### config.mk
export PLATFORM = sky130hd
export DESIGN_NAME = exe_top
export DESIGN_NICKNAME = d
export VERILOG_FILES = /design/src/source/exe_pkg.sv /design/src/source/pipe_reg.sv /design/src/source/alu.sv /design/src/source/branch_unit.sv /design/src/source/div_unit.sv /design/src/source/operand_read.sv /design/src/source/exe_stage.sv /design/src/source/exe_top.sv
export SDC_FILE = /design/constraint.sdc
export NUM_CORES = 2
export LEC_CHECK = 0
export BUFFER_PORTS_ARGS = -buffer_cell sky130_fd_sc_hd__buf_2
export CELL_PAD_IN_SITES_DETAIL_PLACEMENT = 1
export CELL_PAD_IN_SITES_GLOBAL_PLACEMENT = 2
export CORE_MARGIN = 10
export CORE_UTILIZATION = 40
export DETAILED_ROUTE_END_ITERATION = 10
export HOLD_SLACK_MARGIN = 0.02
export PLACE_DENSITY_LB_ADDON = 0.1
export RECOVER_POWER = 50
export SKIP_LAST_GASP = 1
export SLEW_MARGIN = 20
export SYNTH_ARGS = -nofsm -noshare
export SYNTH_HDL_FRONTEND = slang
export SYNTH_SLANG_ARGS = --single-unit
### constraint.sdc
create_clock -name clk_i -period 6.2 [get_ports clk_i]
set_input_delay 1.55 -clock clk_i [delete_from_list [all_inputs] [get_ports clk_i]]
set_output_delay 1.55 -clock clk_i [all_outputs]
set_load 0.02 [all_outputs]
### src/source/exe_pkg.sv
// --------------------
// Shared widths, operation encodings and stage payloads of the integer
// execute subsystem. Modules take it by a wildcard import in their header.
// --------------------
package exe_pkg;

    localparam int XLEN      = 32;
    localparam int NREGS     = 32;
    localparam int REG_W     = 5;
    localparam int DIV_STEPS = XLEN;

    typedef enum logic [1:0] {
        UNIT_ALU,
        UNIT_BRANCH,
        UNIT_DIV
    } unit_t;

    typedef enum logic [3:0] {
        ALU_ADD, ALU_SUB, ALU_AND, ALU_OR, ALU_XOR,
        ALU_SLL, ALU_SRL, ALU_SRA, ALU_SLT, ALU_SLTU
    } alu_op_t;

    typedef enum logic [2:0] {
        BR_EQ, BR_NE, BR_LT, BR_GE, BR_LTU, BR_GEU, BR_JAL, BR_JALR
    } branch_op_t;

    // --------------------
    // Stage payloads
    // --------------------
    typedef struct packed {
        unit_t             unit;
        alu_op_t           alu_op;
        branch_op_t        branch_op;
        logic [REG_W-1:0]  rs1;
        logic [REG_W-1:0]  rs2;
        logic [REG_W-1:0]  rd;
        logic              use_imm;
        logic [XLEN-1:0]   imm;
        logic [XLEN-1:0]   pc;
        logic              div_signed;
        logic              div_rem;
    } dec_instr_t;

    typedef struct packed {
        unit_t             unit;
        alu_op_t           alu_op;
        branch_op_t        branch_op;
        logic [REG_W-1:0]  rd;
        logic [XLEN-1:0]   imm;
        logic [XLEN-1:0]   pc;
        logic              div_signed;
        logic              div_rem;
        logic [XLEN-1:0]   data_rs1;
        logic [XLEN-1:0]   data_rs2;
        // Immediate or rs2
        logic [XLEN-1:0]   data_op2;
    } exe_instr_t;

    typedef struct packed {
        logic [REG_W-1:0]  rd;
        logic              we;
        logic [XLEN-1:0]   result_rd;
        logic              taken;
        logic [XLEN-1:0]   target;
    } wb_instr_t;

    // Non-zero rd and not a conditional branch
    function automatic logic writes_rd(unit_t unit, branch_op_t op, logic [REG_W-1:0] rd);
        return (rd != '0) && !(unit == UNIT_BRANCH && op != BR_JAL && op != BR_JALR);
    endfunction

endpackage

### src/source/pipe_reg.sv
// --------------------
// One-entry valid/ready register stage for any payload type.
// Accepts a new item in the cycle the held one leaves.
// --------------------
`timescale 1ns/1ps

module pipe_reg #(
    parameter type payload_t = logic
) (
    input  logic     clk_i,
    input  logic     arst_n_i,
    input  logic     valid_i,
    output logic     ready_o,
    input  payload_t data_i,
    output logic     valid_o,
    input  logic     ready_i,
    output payload_t data_o
);

    logic     valid_q;
    payload_t data_q;

    // Empty, or the held item leaves this cycle
    assign ready_o = !valid_q || ready_i;
    assign valid_o = valid_q;
    assign data_o  = data_q;

    always_ff @(posedge clk_i or negedge arst_n_i) begin
        if (!arst_n_i) begin
            valid_q <= 1'b0;
        end else if (ready_o) begin
            valid_q <= valid_i;
        end
    end

    always_ff @(posedge clk_i) begin
        if (valid_i && ready_o) begin
            data_q <= data_i;
        end
    end

    a_hold_stable: assert property (@(posedge clk_i) disable iff (!arst_n_i)
        valid_o && !ready_i |=> valid_o && $stable(data_o));

endmodule

### src/source/alu.sv
// --------------------
// Single-cycle integer ALU
// Arithmetic, logic, shifts and set-less-than on two 32-bit operands
// --------------------
`timescale 1ns/1ps

module alu import exe_pkg::*; (
    input  alu_op_t         op_i,
    input  logic [XLEN-1:0] a_i,
    input  logic [XLEN-1:0] b_i,
    output logic [XLEN-1:0] result_o
);

    logic [4:0] shamt;

    // Only the low five bits count as a shift amount
    assign shamt = b_i[4:0];

    always_comb begin
        case (op_i)
            ALU_ADD: begin
                result_o = a_i + b_i;
            end
            ALU_SUB: begin
                result_o = a_i - b_i;
            end
            ALU_AND: begin
                result_o = a_i & b_i;
            end
            ALU_OR: begin
                result_o = a_i | b_i;
            end
            ALU_XOR: begin
                result_o = a_i ^ b_i;
            end
            ALU_SLL: begin
                result_o = a_i << shamt;
            end
            ALU_SRL: begin
                result_o = a_i >> shamt;
            end
            ALU_SRA: begin
                result_o = $unsigned($signed(a_i) >>> shamt);
            end
            ALU_SLT: begin
                result_o = {{(XLEN-1){1'b0}}, $signed(a_i) < $signed(b_i)};
            end
            ALU_SLTU: begin
                result_o = {{(XLEN-1){1'b0}}, a_i < b_i};
            end
            default: begin
                result_o = '0;
            end
        endcase
    end

endmodule

### src/source/branch_unit.sv
// --------------------
// Branch and jump evaluation. Gives the taken flag, the target
// and the link value pc+4
// --------------------
`timescale 1ns/1ps

module branch_unit import exe_pkg::*; (
    input  branch_op_t      op_i,
    input  logic [XLEN-1:0] pc_i,
    input  logic [XLEN-1:0] rs1_i,
    input  logic [XLEN-1:0] rs2_i,
    input  logic [XLEN-1:0] imm_i,
    output logic            taken_o,
    output logic [XLEN-1:0] target_o,
    output logic [XLEN-1:0] link_o
);

    logic [XLEN-1:0] jalr_sum;

    assign jalr_sum = rs1_i + imm_i;

    always_comb begin
        case (op_i)
            BR_EQ:   taken_o = (rs1_i == rs2_i);
            BR_NE:   taken_o = (rs1_i != rs2_i);
            BR_LT:   taken_o = ($signed(rs1_i) < $signed(rs2_i));
            BR_GE:   taken_o = ($signed(rs1_i) >= $signed(rs2_i));
            BR_LTU:  taken_o = (rs1_i < rs2_i);
            BR_GEU:  taken_o = (rs1_i >= rs2_i);
            default: taken_o = 1'b1;
        endcase
    end

    // JALR clears bit 0 of the sum
    assign target_o = (op_i == BR_JALR) ? {jalr_sum[XLEN-1:1], 1'b0} : pc_i + imm_i;
    assign link_o   = pc_i + XLEN'(4);

endmodule

### src/source/div_unit.sv
// --------------------
// Iterative radix-2 divider, one quotient bit per cycle.
// Pulse start_i once, results are valid while done_o is high.
// --------------------
`timescale 1ns/1ps

module div_unit import exe_pkg::*; (
    input  logic            clk_i,
    input  logic            arst_n_i,
    input  logic            start_i,
    input  logic            signed_i,
    input  logic [XLEN-1:0] dividend_i,
    input  logic [XLEN-1:0] divisor_i,
    output logic            busy_o,
    output logic            done_o,
    output logic [XLEN-1:0] quotient_o,
    output logic [XLEN-1:0] remainder_o
);

    logic                         busy_q;
    logic                         done_q;
    logic [$clog2(DIV_STEPS)-1:0] count_q;
    logic [XLEN-1:0]              quot_q;
    logic [XLEN-1:0]              rem_q;
    logic [XLEN-1:0]              divisor_q;
    logic                         neg_quot_q;
    logic                         neg_rem_q;
    logic                         running;
    logic [XLEN:0]                trial;
    logic                         fits;

    assign running = busy_q && !done_q;

    // --------------------
    // Control
    // --------------------
    always_ff @(posedge clk_i or negedge arst_n_i) begin
        if (!arst_n_i) begin
            busy_q  <= 1'b0;
            done_q  <= 1'b0;
            count_q <= '0;
        end else begin
            done_q <= 1'b0;
            if (start_i) begin
                busy_q  <= 1'b1;
                count_q <= '0;
            end else if (done_q) begin
                busy_q <= 1'b0;
            end else if (running) begin
                count_q <= count_q + 1'b1;
                done_q  <= (count_q == DIV_STEPS - 1);
            end
        end
    end

    // Shift-subtract on magnitudes
    assign trial = {rem_q, quot_q[XLEN-1]};
    assign fits  = (trial >= {1'b0, divisor_q});

    always_ff @(posedge clk_i) begin
        if (start_i) begin
            quot_q    <= (signed_i && dividend_i[XLEN-1]) ? -dividend_i : dividend_i;
            divisor_q <= (signed_i && divisor_i[XLEN-1]) ? -divisor_i : divisor_i;
            rem_q     <= '0;
            // Zero divisor keeps the all-ones quotient unsigned
            neg_quot_q <= signed_i && (dividend_i[XLEN-1] ^ divisor_i[XLEN-1]) &&
                          (divisor_i != '0);
            neg_rem_q  <= signed_i && dividend_i[XLEN-1];
        end else if (running) begin
            rem_q  <= fits ? XLEN'(trial - {1'b0, divisor_q}) : trial[XLEN-1:0];
            quot_q <= {quot_q[XLEN-2:0], fits};
        end
    end

    // Most negative over -1 falls out as the dividend with zero remainder
    assign quotient_o  = neg_quot_q ? -quot_q : quot_q;
    assign remainder_o = neg_rem_q ? -rem_q : rem_q;
    assign busy_o      = busy_q;
    assign done_o      = done_q;

    a_no_restart: assert property (@(posedge clk_i) disable iff (!arst_n_i)
        busy_o |-> !start_i);

endmodule

### src/source/operand_read.sv
// --------------------
// Register file with busy scoreboard. Reads the sources of a decoded
// instruction, bypasses a same-cycle writeback and holds back hazards.
// --------------------
`timescale 1ns/1ps

module operand_read import exe_pkg::*; (
    input  logic       clk_i,
    input  logic       arst_n_i,
    input  logic       valid_i,
    output logic       ready_o,
    input  dec_instr_t instr_i,
    output logic       valid_o,
    input  logic       ready_i,
    output exe_instr_t instr_o,
    input  logic       wb_valid_i,
    input  wb_instr_t  wb_i
);

    logic [XLEN-1:0]  rf_q [NREGS];
    logic [NREGS-1:0] busy_q;
    logic             wb_write;
    logic             cond_branch;
    logic             use_rs1;
    logic             use_rs2;
    logic             writes;
    logic             hazard;
    logic [XLEN-1:0]  rs1_data;
    logic [XLEN-1:0]  rs2_data;

    assign wb_write = wb_valid_i && wb_i.we && (wb_i.rd != '0);

    // x0 reads zero, a landing write wins over the array
    assign rs1_data = (instr_i.rs1 == '0) ? '0 :
                      (wb_write && wb_i.rd == instr_i.rs1) ? wb_i.result_rd : rf_q[instr_i.rs1];
    assign rs2_data = (instr_i.rs2 == '0) ? '0 :
                      (wb_write && wb_i.rd == instr_i.rs2) ? wb_i.result_rd : rf_q[instr_i.rs2];

    // --------------------
    // Interlock
    // --------------------
    assign cond_branch = (instr_i.unit == UNIT_BRANCH) &&
                         (instr_i.branch_op != BR_JAL) && (instr_i.branch_op != BR_JALR);
    assign use_rs1 = !(instr_i.unit == UNIT_BRANCH && instr_i.branch_op == BR_JAL);
    assign use_rs2 = !instr_i.use_imm || cond_branch;
    assign writes  = writes_rd(instr_i.unit, instr_i.branch_op, instr_i.rd);

    // rd is checked too, so a register has at most one producer in flight
    assign hazard = (use_rs1 && busy_q[instr_i.rs1] && !(wb_write && wb_i.rd == instr_i.rs1)) ||
                    (use_rs2 && busy_q[instr_i.rs2] && !(wb_write && wb_i.rd == instr_i.rs2)) ||
                    (writes  && busy_q[instr_i.rd]  && !(wb_write && wb_i.rd == instr_i.rd));

    assign valid_o = valid_i && !hazard;
    assign ready_o = ready_i && !hazard;

    always_comb begin
        instr_o.unit       = instr_i.unit;
        instr_o.alu_op     = instr_i.alu_op;
        instr_o.branch_op  = instr_i.branch_op;
        instr_o.rd         = instr_i.rd;
        instr_o.imm        = instr_i.imm;
        instr_o.pc         = instr_i.pc;
        instr_o.div_signed = instr_i.div_signed;
        instr_o.div_rem    = instr_i.div_rem;
        instr_o.data_rs1   = rs1_data;
        instr_o.data_rs2   = rs2_data;
        instr_o.data_op2   = instr_i.use_imm ? instr_i.imm : rs2_data;
    end

    // Registers read zero out of reset
    always_ff @(posedge clk_i or negedge arst_n_i) begin
        if (!arst_n_i) begin
            for (int i = 0; i < NREGS; i++) begin
                rf_q[i] <= '0;
            end
        end else if (wb_write) begin
            rf_q[wb_i.rd] <= wb_i.result_rd;
        end
    end

    // A new producer sets its bit after the retiring one clears it
    always_ff @(posedge clk_i or negedge arst_n_i) begin
        if (!arst_n_i) begin
            busy_q <= '0;
        end else begin
            if (wb_write) begin
                busy_q[wb_i.rd] <= 1'b0;
            end
            if (valid_o && ready_i && writes) begin
                busy_q[instr_i.rd] <= 1'b1;
            end
        end
    end

    a_write_busy: assert property (@(posedge clk_i) disable iff (!arst_n_i)
        wb_write |-> busy_q[wb_i.rd]);

endmodule

### src/source/exe_stage.sv
// --------------------
// Execute stage. Steers an operand-carrying instruction to the ALU,
// branch unit or divider and forms the writeback payload.
// --------------------
`timescale 1ns/1ps

module exe_stage import exe_pkg::*; (
    input  logic       clk_i,
    input  logic       arst_n_i,
    input  logic       valid_i,
    output logic       ready_o,
    input  exe_instr_t instr_i,
    output logic       valid_o,
    input  logic       ready_i,
    output wb_instr_t  wb_o
);

    logic            is_div;
    logic            is_branch;
    logic            started_q;
    logic            div_start;
    logic            div_done;
    logic [XLEN-1:0] alu_result;
    logic            br_taken;
    logic [XLEN-1:0] br_target;
    logic [XLEN-1:0] br_link;
    logic [XLEN-1:0] quotient;
    logic [XLEN-1:0] remainder;

    assign is_div    = (instr_i.unit == UNIT_DIV);
    assign is_branch = (instr_i.unit == UNIT_BRANCH);

    alu alu_inst (
        .op_i     (instr_i.alu_op),
        .a_i      (instr_i.data_rs1),
        .b_i      (instr_i.data_op2),
        .result_o (alu_result)
    );

    branch_unit branch_unit_inst (
        .op_i     (instr_i.branch_op),
        .pc_i     (instr_i.pc),
        .rs1_i    (instr_i.data_rs1),
        .rs2_i    (instr_i.data_rs2),
        .imm_i    (instr_i.imm),
        .taken_o  (br_taken),
        .target_o (br_target),
        .link_o   (br_link)
    );

    // --------------------
    // Divider run
    // --------------------
    assign div_start = valid_i && is_div && ready_i && !started_q;

    div_unit div_unit_inst (
        .clk_i       (clk_i),
        .arst_n_i    (arst_n_i),
        .start_i     (div_start),
        .signed_i    (instr_i.div_signed),
        .dividend_i  (instr_i.data_rs1),
        .divisor_i   (instr_i.data_op2),
        .busy_o      (),
        .done_o      (div_done),
        .quotient_o  (quotient),
        .remainder_o (remainder)
    );

    always_ff @(posedge clk_i or negedge arst_n_i) begin
        if (!arst_n_i) begin
            started_q <= 1'b0;
        end else if (div_start) begin
            started_q <= 1'b1;
        end else if (div_done) begin
            started_q <= 1'b0;
        end
    end

    // Division holds the handshake until the done pulse
    assign valid_o = valid_i && (!is_div || div_done);
    assign ready_o = ready_i && (!is_div || div_done);

    always_comb begin
        wb_o.rd     = instr_i.rd;
        wb_o.we     = writes_rd(instr_i.unit, instr_i.branch_op, instr_i.rd);
        wb_o.taken  = is_branch && br_taken;
        wb_o.target = is_branch ? br_target : '0;
        case (instr_i.unit)
            UNIT_ALU:    wb_o.result_rd = alu_result;
            UNIT_BRANCH: wb_o.result_rd = (instr_i.branch_op == BR_JAL ||
                                           instr_i.branch_op == BR_JALR) ? br_link : '0;
            UNIT_DIV:    wb_o.result_rd = instr_i.div_rem ? remainder : quotient;
            default:     wb_o.result_rd = '0;
        endcase
    end

    // Done pulse comes DIV_STEPS+1 cycles after the start
    a_div_latency: assert property (@(posedge clk_i) disable iff (!arst_n_i)
        div_start |-> ##(DIV_STEPS+1) div_done);

endmodule

### src/source/exe_top.sv
// --------------------
// Integer execute subsystem top. Chains input register, operand read,
// operand register, execute stage and output register.
// --------------------
`timescale 1ns/1ps

module exe_top import exe_pkg::*; (
    input  logic       clk_i,
    input  logic       arst_n_i,
    input  logic       dec_valid_i,
    output logic       dec_ready_o,
    input  dec_instr_t dec_i,
    output logic       wb_valid_o,
    input  logic       wb_ready_i,
    output wb_instr_t  wb_o
);

    logic       dec_valid;
    logic       dec_ready;
    dec_instr_t dec_instr;
    logic       rd_valid;
    logic       rd_ready;
    exe_instr_t rd_instr;
    logic       op_valid;
    logic       op_ready;
    exe_instr_t op_instr;
    logic       ex_valid;
    logic       ex_ready;
    wb_instr_t  ex_wb;

    pipe_reg #(.payload_t(dec_instr_t)) in_reg (
        .clk_i, .arst_n_i,
        .valid_i (dec_valid_i), .ready_o (dec_ready_o), .data_i (dec_i),
        .valid_o (dec_valid),   .ready_i (dec_ready),   .data_o (dec_instr)
    );

    // Register file write port fed back from the writeback transfer
    operand_read operand_read_inst (
        .clk_i, .arst_n_i,
        .valid_i    (dec_valid), .ready_o (dec_ready), .instr_i (dec_instr),
        .valid_o    (rd_valid),  .ready_i (rd_ready),  .instr_o (rd_instr),
        .wb_valid_i (wb_valid_o && wb_ready_i),
        .wb_i       (wb_o)
    );

    pipe_reg #(.payload_t(exe_instr_t)) op_reg (
        .clk_i, .arst_n_i,
        .valid_i (rd_valid), .ready_o (rd_ready), .data_i (rd_instr),
        .valid_o (op_valid), .ready_i (op_ready), .data_o (op_instr)
    );

    exe_stage exe_stage_inst (
        .clk_i, .arst_n_i,
        .valid_i (op_valid), .ready_o (op_ready), .instr_i (op_instr),
        .valid_o (ex_valid), .ready_i (ex_ready), .wb_o    (ex_wb)
    );

    pipe_reg #(.payload_t(wb_instr_t)) out_reg (
        .clk_i, .arst_n_i,
        .valid_i (ex_valid),   .ready_o (ex_ready),   .data_i (ex_wb),
        .valid_o (wb_valid_o), .ready_i (wb_ready_i), .data_o (wb_o)
    );

endmodule

==> reports/qor.yml <==
dp_hpwl_um: 234000
crit_path_max_incr_delay_ns: 3.12
gp_congestion: 0.986
violations: "capacitance limit, slew limit"
syn-cell-area_um2: 89300
syn_nets: 7286
ios: 168
cts_tree: "built"
cp.depth: 7
worst-path-buf-inv: 2
crit_chain: "clkbuf_1 -> nand3_1 -> nor2_1 -> nand2_1 -> nor2_4 -> clkbuf_1 -> mux2_2"
period_needed_ns: 5.87
hold_ws_ns: 0.394
drt_pass1_iterations: 7
nets: 7241
vias_per_cell: 6.32
antenna_left: 0
finalHoldViolCount: 0
fp.dieW_um: 492
ys_top_cells_by_count: "1066 x dfrtp_1, 1023 x mux2_2, 700 x mux4_2, 492 x clkbuf_1, 404 x edfxtp_1"
grt_usage_pct: 28.6
powerDensity_nw_per_um2: 598
syn_avg_cell_area_um2: 12.8
die_y_um: 492
synth_top_flop_cell: "dfrtp_1"
cts_setup_buffers: 0
ys_types: 86
initial_core_util_pct: 40.2
relSlewSlack_pct: -218
placed_area_um2: 93800
max_freq_ghz: 0.170
vias: 63400
grt_max_degree: 148
yosysMostFrequentCell: "dfrtp_1"
clkSlewWorstSetupHoldPaths_ns: 0.06
rrSetupSlack_ns: 0.77
finalPower_mw: 59.6
grt_pass1_vias: 65700
cts-resized-gates: 0
ir_drop_uv: 412
synth_enable_flop_cells: 404
yosysTopAreaCell: "dfrtp_1"
setup_viol: 0
syn_to_final_growth_pct: 11.6
start_kind: "input port"
cts_sinks: 1502
end_kind: "flip-flop"
fin_setup_tns_ns: 0
yosysSeqAreaShare_pct: 44.2
reg2regPathDepth: 6
cts_root_buf: "clkbuf_16"
leakage_nw: 42.2
arrival_ns: 6.63
avgRoutedWirePerCell_um: 35.3
antenna_found_initial: 24
drc: 0
rsz0062_at_grt: "no"
ctsHtreeMaxLevel: 4
cp_common_cell: "clkbuf_1"
period_share_pct: 94.6
cts_inserted_buffers: 176
drive_above_1_share_pct: 34.1
drtIter0Drc: 5682
whs_path_depth: 0
max-cap-violations: 12
synth-async-reset-ratio_pct: 71.0
ys_top_cells_by_area: "dfrtp_1 30%, mux4_2 18%, edfxtp_1 14%, mux2_2 13%, ha_1 3.2%"
tightest_slew_ns: 4.77
required_ns: 6.97
min_path_type: "flip-flop to flip-flop"
clockBufferDepth: 3
ys_seq_elements: 1502
core_um2: 222000
drt_wl_total_um: 355000
synth.top_cell.area_share_pct: 29.9
skew_ns: 0.0763
status: "complete, but fails checks"
syn_inst: 6957
critPathTopFamily: "buffers and inverters"
critical_path_class: "input port to flip-flop"
grt_pass1_wl_um: 508000
core.rowCount: 173
portBuffers: 167
slowest_stage: "clkbuf_1"
path_max_fanout: 33
slew_viol_final: 379
stdcell_area_um2: 99700
gr-total-overflow: 0
dieArea_um2: 243000
holdBufCountCts: 0
yosysWarnings: 0
clk_latency_ns: 0.87
final timing paths:
path / startpoint / end
worst max-delay path: wb_ready_i / operand_read_inst.rf_q[300]$_DFFE_PN0P_
worst min-delay path: operand_read_inst.rf_q[1016]$_DFFE_PN0P_ / operand_read_inst.rf_q[1016]$_DFFE_PN0P_
worst max register to register: out_reg.data_o[68]$_DFFE_PP_ / operand_read_inst.rf_q[300]$_DFFE_PN0P_
worst min register to register: operand_read_inst.rf_q[1016]$_DFFE_PN0P_ / operand_read_inst.rf_q[1016]$_DFFE_PN0P_
max in group asynchronous: arst_n_i / operand_read_inst.rf_q[768]$_DFFE_PN0P_
min in group asynchronous: arst_n_i / operand_read_inst.busy_q[12]$_DFF_PN0_
kinds of logic (layout without fill, tap and decap cells):
logic type,Yosys count,after routing,synth area share [%]
other cells,0,7,0
mux,1857,1857,32.1
xor+xnor,257,257,2.52
fa+ha+maj,234,234,3.32
simple gates,1112,1112,5.77
buf+inv,823,923,3.51
compound gates,1172,1172,8.64
flops,1502,1502,44.2
metal layers:
layer / vias up / track usage [%] / wire length (um)
li1: 26500 / - / -
met4: 18 / 12.6 / 18700
met5: - / 0 / 128
met1: 34100 / 38.1 / 149000
met3: 666 / 4.61 / 19500
met2: 2126 / 46.2 / 167000
registers in the layout, summed over array words and instances, names as in the netlist, 5 cells and up:
name                                    cells
exe_stage_inst.div_unit_inst.count_q        5
exe_stage_inst.div_unit_inst.divisor_q     32
exe_stage_inst.div_unit_inst.quot_q        32
exe_stage_inst.div_unit_inst.rem_q         32
in_reg.data_o                              91
op_reg.data_o                             176
operand_read_inst.busy_q                   32
operand_read_inst.rf_q                   1024
out_reg.data_o                             71
final cells by class:
class                      count  area [um^2]
timing repair buffer         378         2650
multi-input combinational   4632        46900
inverter                     222          833
clock inverter                77         1110
tap                         2975         3720
clock buffer                 246         4950
sequential                  1502        39400
fill                       22600       122000
antenna                        7         17.5
metrics by stage:
stage	cells	utilization (%)	setup WS, ns
3_5_place_dp	9708	42.2	1.39
4_1_cts	10000	45.0	0.696
2_1_floorplan	6957	-	0.633
6_report	10000	44.9	0.334
3_3_place_gp	9707	42.2	1.47
5_1_grt	10000	44.9	0.303
layout by cell type (no fill, tap or decap), types with 27 or more instances in the layout:
cell	Yosys	final
mux2_2	1023	1023
o22ai_1	36	36
xor2_1	79	79
a21oi_1	259	259
clkbuf_1	492	83
dfxtp_1	32	32
o221ai_1	31	31
ha_1	229	229
nand3_1	73	73
inv_1	221	219
a22oi_1	27	27
a211oi_1	122	119
dfrtp_1	1066	1066
mux2i_1	134	134
nand2b_1	32	32
a31oi_1	38	38
nor2_1	376	351
edfxtp_1	404	404
buf_4	0	162
clkinv_2	0	28
mux4_2	700	700
nor3_1	57	57
xnor2_1	178	178
nand2_1	328	326
clkbuf_16	0	177
buf_2	26	145
or3_1	29	28
a21o_1	69	69
and3_1	33	32
nor2b_1	43	42
o31ai_1	56	56
o21ai_0	266	266
nand4_1	31	31
o211ai_1	39	39
report_power, final:
group / internal [mW] / switching [mW] / total [mW]
logic: 12.1 / 18.1 / 30.2
registers: 14.6 / 3.78 / 18.4
clock network: 6.40 / 4.57 / 11.0
total: 33.1 / 26.5 / 59.6
Power figures use the tool's default switching activity.
